$ cat src/verilog/marble_pkg.sv
package marble_pkg;

	// Local bus geometry
	localparam int LB_AW = 4;  // Word address width
	localparam int LB_DW = 32; // Data width

	// Register map
	localparam logic [LB_AW-1:0] ADDR_CONFIG  = LB_AW'(0); // Board configuration word
	localparam logic [LB_AW-1:0] ADDR_SCRATCH = LB_AW'(1); // Free read/write word
	localparam logic [LB_AW-1:0] ADDR_FRAMES  = LB_AW'(2); // Transmitted frame count
	localparam logic [LB_AW-1:0] ADDR_ID      = LB_AW'(3); // Fixed identification

	// Identification word, "MRBL" in ASCII
	localparam logic [LB_DW-1:0] BOARD_ID = 32'h4d52_424c;

	// Ethernet framing
	localparam int PREAMBLE_LEN = 7;                  // Bytes of 0x55 before the SFD
	localparam logic [7:0] PREAMBLE_BYTE = 8'h55;
	localparam logic [7:0] SFD_BYTE = 8'hd5;          // Start-of-frame delimiter
	localparam int IFG_LEN = 12;                      // Minimum idle cycles between frames

	// Configuration word
	// Written by the bus as one raw word, decoded by the board as fields
	typedef union packed {
		logic [LB_DW-1:0] raw;
		struct packed {
			logic [LB_DW-12:0] reserved; // Read back as written
			logic tx_disable;            // Bit 10, holds off new frames
			logic phy_reset;             // Bit 9, drives PHY reset low
			logic vcxo_off;              // Bit 8, turns off the 20 MHz VCXO
			logic [7:0] led;             // Bits 7..0, direct LED pattern
		} f;
	} board_config_u;

endpackage

$ cat src/verilog/gmii_tx_framer.sv
module gmii_tx_framer (
	input  logic       tx_clk,
	input  logic       rst_n,
	input  logic       tx_enable,  // From the config word, gates frame start only
	input  logic [7:0] s_data,
	input  logic       s_valid,
	input  logic       s_last,
	output logic       s_ready,
	output logic [7:0] gmii_txd,
	output logic       gmii_tx_en,
	output logic       gmii_tx_er,
	output logic       frame_done // One cycle, with the last byte on GMII
);

	// State names what GMII carries in the current cycle
	localparam logic [2:0] ST_IDLE = 3'd0;
	localparam logic [2:0] ST_PRE  = 3'd1;
	localparam logic [2:0] ST_SFD  = 3'd2;
	localparam logic [2:0] ST_DATA = 3'd3;
	localparam logic [2:0] ST_GAP  = 3'd4;

	// One counter serves both preamble and gap
	localparam int CNT_W = $clog2(marble_pkg::IFG_LEN + 1);

	logic [2:0] state;
	logic [CNT_W-1:0] cnt;

	// Payload is taken from the SFD cycle until s_last goes through
	assign s_ready = (state == ST_SFD) || (state == ST_DATA);

	always_ff @(posedge tx_clk) begin
		if (!rst_n) begin
			state <= ST_IDLE;
			cnt <= '0;
			gmii_txd <= '0;
			gmii_tx_en <= 1'b0;
			gmii_tx_er <= 1'b0;
			frame_done <= 1'b0;
		end else begin
			gmii_tx_er <= 1'b0; // Raised only on an underrun
			frame_done <= 1'b0;
			case (state)
				ST_IDLE: begin
					gmii_txd <= '0;
					gmii_tx_en <= 1'b0;
					if (tx_enable && s_valid) begin // Pending data starts a frame
						gmii_txd <= marble_pkg::PREAMBLE_BYTE;
						gmii_tx_en <= 1'b1;
						cnt <= CNT_W'(1); // First preamble byte goes out now
						state <= ST_PRE;
					end
				end
				ST_PRE: begin
					gmii_tx_en <= 1'b1;
					if (cnt == CNT_W'(marble_pkg::PREAMBLE_LEN)) begin
						gmii_txd <= marble_pkg::SFD_BYTE;
						state <= ST_SFD;
					end else begin
						gmii_txd <= marble_pkg::PREAMBLE_BYTE;
						cnt <= cnt + 1'b1;
					end
				end
				ST_SFD, ST_DATA: begin
					gmii_tx_en <= 1'b1;
					state <= ST_DATA;
					if (s_valid) begin
						gmii_txd <= s_data; // Accepted byte, one cycle later on GMII
						if (s_last) begin
							frame_done <= 1'b1;
							cnt <= '0;
							state <= ST_GAP;
						end
					end else begin
						// Stream stalled inside the frame
						gmii_txd <= 8'h00;
						gmii_tx_er <= 1'b1;
					end
				end
				ST_GAP: begin
					gmii_txd <= '0;
					gmii_tx_en <= 1'b0;
					if (cnt == CNT_W'(marble_pkg::IFG_LEN - 1))
						state <= ST_IDLE; // Last idle cycle of the gap shows in IDLE
					else
						cnt <= cnt + 1'b1;
				end
				default: begin
					gmii_txd <= '0;
					gmii_tx_en <= 1'b0;
					state <= ST_IDLE;
				end
			endcase
		end
	end

	// Error is only meaningful inside a frame, and carries a zero byte
	a_er_inside_frame: assert property (@(posedge tx_clk) disable iff (!rst_n)
		gmii_tx_er |-> (gmii_tx_en && gmii_txd == 8'h00));

	// From the last byte through the whole gap the stream is held off
	a_no_ready_in_gap: assert property (@(posedge tx_clk) disable iff (!rst_n)
		frame_done |-> !s_ready [*(marble_pkg::IFG_LEN + 1)]);

	// Gap keeps the line idle after every frame
	a_gap_idle: assert property (@(posedge tx_clk) disable iff (!rst_n)
		frame_done |=> !gmii_tx_en [*marble_pkg::IFG_LEN]);

endmodule

$ cat src/verilog/gmii_to_rgmii_tx.sv
module gmii_to_rgmii_tx (
	input  logic       tx_clk,
	input  logic       rst_n,
	input  logic [7:0] gmii_txd,
	input  logic       gmii_tx_en,
	input  logic       gmii_tx_er,
	output logic [3:0] rgmii_txd_rise, // Low nibble in the first half of the clock
	output logic [3:0] rgmii_txd_fall, // High nibble in the second half
	output logic       rgmii_ctl_rise,
	output logic       rgmii_ctl_fall
);

	// Fabric side of the DDR stage
	// On hardware each rise/fall pair feeds one ODDR D1/D2
	always_ff @(posedge tx_clk) begin
		if (!rst_n) begin
			rgmii_txd_rise <= '0;
			rgmii_txd_fall <= '0;
			rgmii_ctl_rise <= 1'b0;
			rgmii_ctl_fall <= 1'b0;
		end else begin
			rgmii_txd_rise <= gmii_txd[3:0];
			rgmii_txd_fall <= gmii_txd[7:4];
			rgmii_ctl_rise <= gmii_tx_en;              // TX_CTL rising half is TX_EN
			rgmii_ctl_fall <= gmii_tx_en ^ gmii_tx_er; // Falling half is EN xor ER
		end
	end

endmodule

$ cat src/verilog/lb_config_regs.sv
module lb_config_regs #(
	parameter logic [marble_pkg::LB_DW-1:0] config_default = '0 // Config word after reset
) (
	input  logic                          tx_clk,
	input  logic                          rst_n,
	input  logic [marble_pkg::LB_AW-1:0]  lb_addr,
	input  logic [marble_pkg::LB_DW-1:0]  lb_data_out, // Bus to register
	input  logic                          lb_strobe,
	input  logic                          lb_write,
	input  logic                          lb_rd,
	input  logic                          frame_done,
	output logic [marble_pkg::LB_DW-1:0]  lb_data_in,  // Register to bus
	output logic                          lb_rd_valid,
	output logic [7:0]                    led,
	output logic                          vcxo_en,
	output logic                          phy_rstn,
	output logic                          tx_enable
);

	marble_pkg::board_config_u cfg;
	logic [marble_pkg::LB_DW-1:0] scratch;
	logic [marble_pkg::LB_DW-1:0] frame_cnt;

	wire wr_stb = lb_strobe && lb_write;
	wire rd_stb = lb_strobe && lb_rd;

	// Write decode
	always_ff @(posedge tx_clk) begin
		if (!rst_n) begin
			cfg.raw <= config_default;
			scratch <= '0;
		end else if (wr_stb) begin
			case (lb_addr)
				marble_pkg::ADDR_CONFIG:  cfg.raw <= lb_data_out; // Whole word, fields decode below
				marble_pkg::ADDR_SCRATCH: scratch <= lb_data_out;
				default: ;                // Frames and ID are read only
			endcase
		end
	end

	// Frames sent since reset, wraps
	always_ff @(posedge tx_clk) begin
		if (!rst_n)
			frame_cnt <= '0;
		else if (frame_done)
			frame_cnt <= frame_cnt + 1'b1;
	end

	// Read return, one cycle after the strobe
	always_ff @(posedge tx_clk) begin
		if (!rst_n)
			lb_rd_valid <= 1'b0;
		else
			lb_rd_valid <= rd_stb;
	end

	always_ff @(posedge tx_clk) begin
		if (rd_stb) begin
			case (lb_addr)
				marble_pkg::ADDR_CONFIG:  lb_data_in <= cfg.raw;
				marble_pkg::ADDR_SCRATCH: lb_data_in <= scratch;
				marble_pkg::ADDR_FRAMES:  lb_data_in <= frame_cnt;
				marble_pkg::ADDR_ID:      lb_data_in <= marble_pkg::BOARD_ID;
				default:                  lb_data_in <= '0; // Unmapped reads as zero
			endcase
		end
	end

	// Board controls straight from the fields, all active high "off" bits
	assign led = cfg.f.led;
	assign vcxo_en = ~cfg.f.vcxo_off;
	assign phy_rstn = ~cfg.f.phy_reset;
	assign tx_enable = ~cfg.f.tx_disable;

	// Every read strobe gets exactly one valid, one cycle later
	a_rd_valid_follows: assert property (@(posedge tx_clk) disable iff (!rst_n)
		rd_stb |=> lb_rd_valid);
	a_rd_valid_cause: assert property (@(posedge tx_clk) disable iff (!rst_n)
		lb_rd_valid |-> $past(rd_stb));

endmodule

$ cat src/verilog/board_top.sv
module board_top #(
	parameter logic [marble_pkg::LB_DW-1:0] config_default = 32'h0000_0001 // LED 0 lit
) (
	input  logic                          tx_clk,
	input  logic                          rst_n,

	// Transmit byte stream
	input  logic [7:0]                    s_data,
	input  logic                          s_valid,
	input  logic                          s_last,
	output logic                          s_ready,

	// Local bus
	input  logic [marble_pkg::LB_AW-1:0]  lb_addr,
	input  logic [marble_pkg::LB_DW-1:0]  lb_data_out,
	input  logic                          lb_strobe,
	input  logic                          lb_write,
	input  logic                          lb_rd,
	output logic [marble_pkg::LB_DW-1:0]  lb_data_in,
	output logic                          lb_rd_valid,

	// RGMII transmit, both halves of each DDR pin
	output logic [3:0]                    rgmii_txd_rise,
	output logic [3:0]                    rgmii_txd_fall,
	output logic                          rgmii_ctl_rise,
	output logic                          rgmii_ctl_fall,

	// Board controls
	output logic [7:0]                    led,
	output logic                          vcxo_en,
	output logic                          phy_rstn
);

	logic [7:0] gmii_txd;
	logic gmii_tx_en;
	logic gmii_tx_er;
	logic frame_done; // Framer to frame counter
	logic tx_enable;  // Config bit to framer

	gmii_tx_framer i_framer (
		.tx_clk     (tx_clk),
		.rst_n      (rst_n),
		.tx_enable  (tx_enable),
		.s_data     (s_data),
		.s_valid    (s_valid),
		.s_last     (s_last),
		.s_ready    (s_ready),
		.gmii_txd   (gmii_txd),
		.gmii_tx_en (gmii_tx_en),
		.gmii_tx_er (gmii_tx_er),
		.frame_done (frame_done)
	);

	// GMII to the pin-side nibbles, one more register stage
	gmii_to_rgmii_tx i_rgmii (
		.tx_clk         (tx_clk),
		.rst_n          (rst_n),
		.gmii_txd       (gmii_txd),
		.gmii_tx_en     (gmii_tx_en),
		.gmii_tx_er     (gmii_tx_er),
		.rgmii_txd_rise (rgmii_txd_rise),
		.rgmii_txd_fall (rgmii_txd_fall),
		.rgmii_ctl_rise (rgmii_ctl_rise),
		.rgmii_ctl_fall (rgmii_ctl_fall)
	);

	lb_config_regs #(
		.config_default (config_default)
	) i_regs (
		.tx_clk      (tx_clk),
		.rst_n       (rst_n),
		.lb_addr     (lb_addr),
		.lb_data_out (lb_data_out),
		.lb_strobe   (lb_strobe),
		.lb_write    (lb_write),
		.lb_rd       (lb_rd),
		.frame_done  (frame_done),
		.lb_data_in  (lb_data_in),
		.lb_rd_valid (lb_rd_valid),
		.led         (led),
		.vcxo_en     (vcxo_en),
		.phy_rstn    (phy_rstn),
		.tx_enable   (tx_enable)
	);

endmodule

$ cat config.mk
export PLATFORM = sky130hd
export DESIGN_NAME = board_top
export DESIGN_NICKNAME = d
export VERILOG_FILES = /design/src/verilog/marble_pkg.sv /design/src/verilog/gmii_tx_framer.sv /design/src/verilog/gmii_to_rgmii_tx.sv /design/src/verilog/lb_config_regs.sv /design/src/verilog/board_top.sv
export SDC_FILE = /design/constraint.sdc
export NUM_CORES = 1
export LEC_CHECK = 0
export ABC_AREA = 1
export BUFFER_PORTS_ARGS = -buffer_cell sky130_fd_sc_hd__buf_2
export CAP_MARGIN = 15
export CELL_PAD_IN_SITES_DETAIL_PLACEMENT = 1
export CELL_PAD_IN_SITES_GLOBAL_PLACEMENT = 2
export CORE_MARGIN = 5
export CORE_UTILIZATION = 26
export CTS_BUF_LIST = sky130_fd_sc_hd__clkbuf_8
export DETAILED_ROUTE_END_ITERATION = 7
export PLACE_DENSITY = 0.65
export SLEW_MARGIN = 20
export SYNTH_ARGS = -nofsm -noshare
export SYNTH_HDL_FRONTEND = slang
export SYNTH_SLANG_ARGS = --single-unit
export TNS_END_PERCENT = 20
$ cat constraint.sdc
create_clock -name tx_clk -period 1.5 [get_ports tx_clk]
set_input_delay 0.225 -clock tx_clk [delete_from_list [all_inputs] [get_ports tx_clk]]
set_output_delay 0.225 -clock tx_clk [all_outputs]
set_load 0.03 [all_outputs]
==> reports/summary.txt <==
Crit path time final: 1.44 ns
Final hold vios: 0
FP Rows: 59
R2R setup slack: 0.09 ns
Post-route clock period utilization: 0.958
Run status: completed
CTS tree: yes
Core area: 25900 sq um
DR vias: 6319
Routed wire length: 22.9 mm
Unique masters post-synth: 31
Final nets: 1093
Final-report max-slew violation count: 0
Pwr Density: 1070 nW/um^2
Synthesis warning total: 0
Seq/Total Area, Yosys: 0.511
Highest-delay cell along the critical path: dfxtp_4
Commonest non-fill, non-tap cell in the layout: nand2_1
Finished Layout Cells: 1388
Global-route wire length before repair: 36.1 mm
PnR Total Power: 0.00956 W
First-pass DRT Iterations: 4
Vias per cell: 4.55
CTS clk-pin slew, worst paths: 0.10 ns
Cts bufs inserted: 17
Crit path arrival time: 1.21 ns
Initial DRC Count: 297
Net Count, Synth: 925
Post-synthesis instance total: 872
Most used cell, CP: buf_6
Critical path capture point type: output port
Hold WC Path Type: in2reg
Initial antenna violation count: 0
Critical path class: reg2out
Die span in y: 172 um
Critical Path Max Stage Delay: 0.39 ns
Largest net degree at the start of global routing: 76
RSZ-0062 raised after global routing: true
F_max: 0.696 GHz
Initial core utilization: 0.262
Min Hold Slack: 0.0233 ns
CP required: 1.27 ns
Post-Syn Area: 6780 sq um
WL per Instance: 16.5 um
Fin area: 8890 sq um
Leakage Power: 3.54 nW
Worst slew margin: 0.747
Placed Cells: 1319
Beginning of the worst hold path: lb_data_out[26]
Layout Skew: 0.0332 ns
DRC viols: 0
Setup crit start: i_framer.state[2]$_SDFFE_PN0P_
Clock latency on the worst-skew pair: 0.47 ns
Vias in the first global route: 6579
CP max FO: 6
Port bufs: 104
Yosys reg bits: 157
ANT nets after route: 0
Grt ovf: 0
Die width: 172 um
Synthesis-to-layout area growth: 31.1%
Clock Tree Buf Depth: 2
Max cap viols: 0
Mean cell area of the mapped netlist: 7.78 sq um
GP Congestion: 0.768
Post-DP HPWL: 16.0 mm
Total GRT Usage: 0.158
Crit-path cells: nor2_4, buf_6, buf_6
Layout Utilization: 0.343
CP startpoint kind: register
Worst VDD drop: 0.000415 V
Diode count: 0
CTS H-tree depth: 4
Layout cell share with drive strength beyond 1: 0.244
Final setup fails: 0
Placed cell area: 7990 sq um
Root buf cell: clkbuf_8
IO Pins: 105
Clock Sinks: 157
Die area: 29400 sq um
Worst-Margin Slew: 0.379 ns
Most frequent cells in the layout: 172 x nand2_1, 130 x nor2_1, 112 x dfxtp_1, 103 x buf_2, 81 x a21oi_1
FF-to-FF Start: i_regs.frame_cnt[3]$_SDFFE_PN0P_
-- report_power, final --
| group | total, W | internal [W] | switching [W] |
|---|---|---|---|
| registers | 0.00461 | 0.00450 | 0.000112 |
| clock network | 0.00356 | 0.00162 | 0.00194 |
| logic | 0.00139 | 0.000551 | 0.000838 |
| total | 0.00956 | 0.00667 | 0.00289 |
-- per-layer routing --
| metal | track usage | share of wire | vias to the layer above |
|---|---|---|---|
| met5 | 0 | 0 | - |
| met4 | 0.0365 | 0.0070 | 0 |
| met3 | 0.0257 | 0.027 | 15 |
| met2 | 0.266 | 0.48 | 80 |
| met1 | 0.214 | 0.48 | 3049 |
| li1 | - | - | 3175 |
-- worst max-delay path, delay by kind of cell (launching register included) --
family        cells  cell delay [ns]
simple gates      1             0.13
flops             1             0.39
buf+inv           2             0.23
-- flip-flops by register name, summed over array words and instances, names as in the netlist --
signal,cells
i_framer.gmii_tx_er,1
i_framer.frame_done,1
i_regs.lb_rd_valid,1
i_framer.gmii_txd,8
i_framer.cnt,4
i_rgmii.rgmii_txd_rise,4
i_framer.state,3
i_regs.cfg,32
i_regs.lb_data_in,32
i_framer.gmii_tx_en,1
i_regs.scratch,32
i_rgmii.rgmii_ctl_fall,1
i_rgmii.rgmii_ctl_rise,1
i_regs.frame_cnt,32
i_rgmii.rgmii_txd_fall,4
-- synth_stat cells --
master      n  area (sq um)
o21ai_0    54           270
ha_1        2          25.0
nand3_1    63           315
nor3_2      1          10.0
nand3_2     5          50.1
a21oi_1    81           405
dfxtp_1   125          2500
nor2_1    135           507
nand4_1    10          62.6
a211oi_1    3          22.5
nor2_2     11          68.8
nand2_1   174           653
nand2_2     7          43.8
nor2_4     10           113
clkbuf_1   18          67.6
o21ai_1     1          5.00
buf_1       1          3.75
clkinv_1    1          3.75
or2_2       1          6.26
xor2_1      2          17.5
buf_6       3          33.8
inv_2       3          11.3
o211ai_1   14           105
a21boi_0    1          7.51
buf_2      11          55.1
inv_1      73           274
buf_4      12          90.1
nor3_1     16          80.1
xnor2_1     1          8.76
clkbuf_2    1          5.00
edfxtp_1   32           961
-- cell type report --
cell class                      instances  area [sq um]
Inverter                               77           289
Multi-Input combinational cell        592          2850
Sequential cell                       157          3480
Clock buffer                           18           248
Timing Repair Buffer                  195          1410
Fill cell                            3134         17000
Clock inverter                         14           194
Tap cell                              335           419
-- what timing repair did --
| item | CTS | global route |
|---|---|---|
| setup endpoints to repair | 1 | 26 |
| hold buffers | 33 | 0 |
| pin swaps | 1 | 7 |
| gates resized for setup | 6 | 31 |
| setup buffers | 2 | 2 |
| cloned | 0 | 0 |
| endpoints found under the hold margin | 38 | 0 |
-- stage by stage --
step	TNS (ns)	setup WS, ns
3_5_place_dp	-0.0610	-0.0610
2_1_floorplan	0	0.0851
6_report	0	0.0634
5_1_grt	-0.105	-0.0306
4_1_cts	0	0.00683
3_3_place_gp	0	0.0651
-- kinds of logic after synthesis --
logic type               count (synthesis)  share of synthesized area
flip-flops                             157                      0.511
AND/OR/NAND/NOR                        433                      0.281
buffers and inverters                  123                     0.0802
adder cells (fa/ha/maj)                  2                    0.00369
AO/OA/AOI/OAI                          154                      0.120
XOR/XNOR                                 3                    0.00387
-- final timing paths --
kind	end	cells after the start
worst max-delay path	s_ready	3
worst min-delay path	i_regs.cfg[26]$_SDFFE_PN0P_	3
worst max register to register	i_regs.frame_cnt[25]$_SDFFE_PN0P_	7
worst min register to register	i_rgmii.rgmii_txd_fall[2]$_SDFF_PN0_	2
Note: power is estimated with default switching activity, not from simulation.
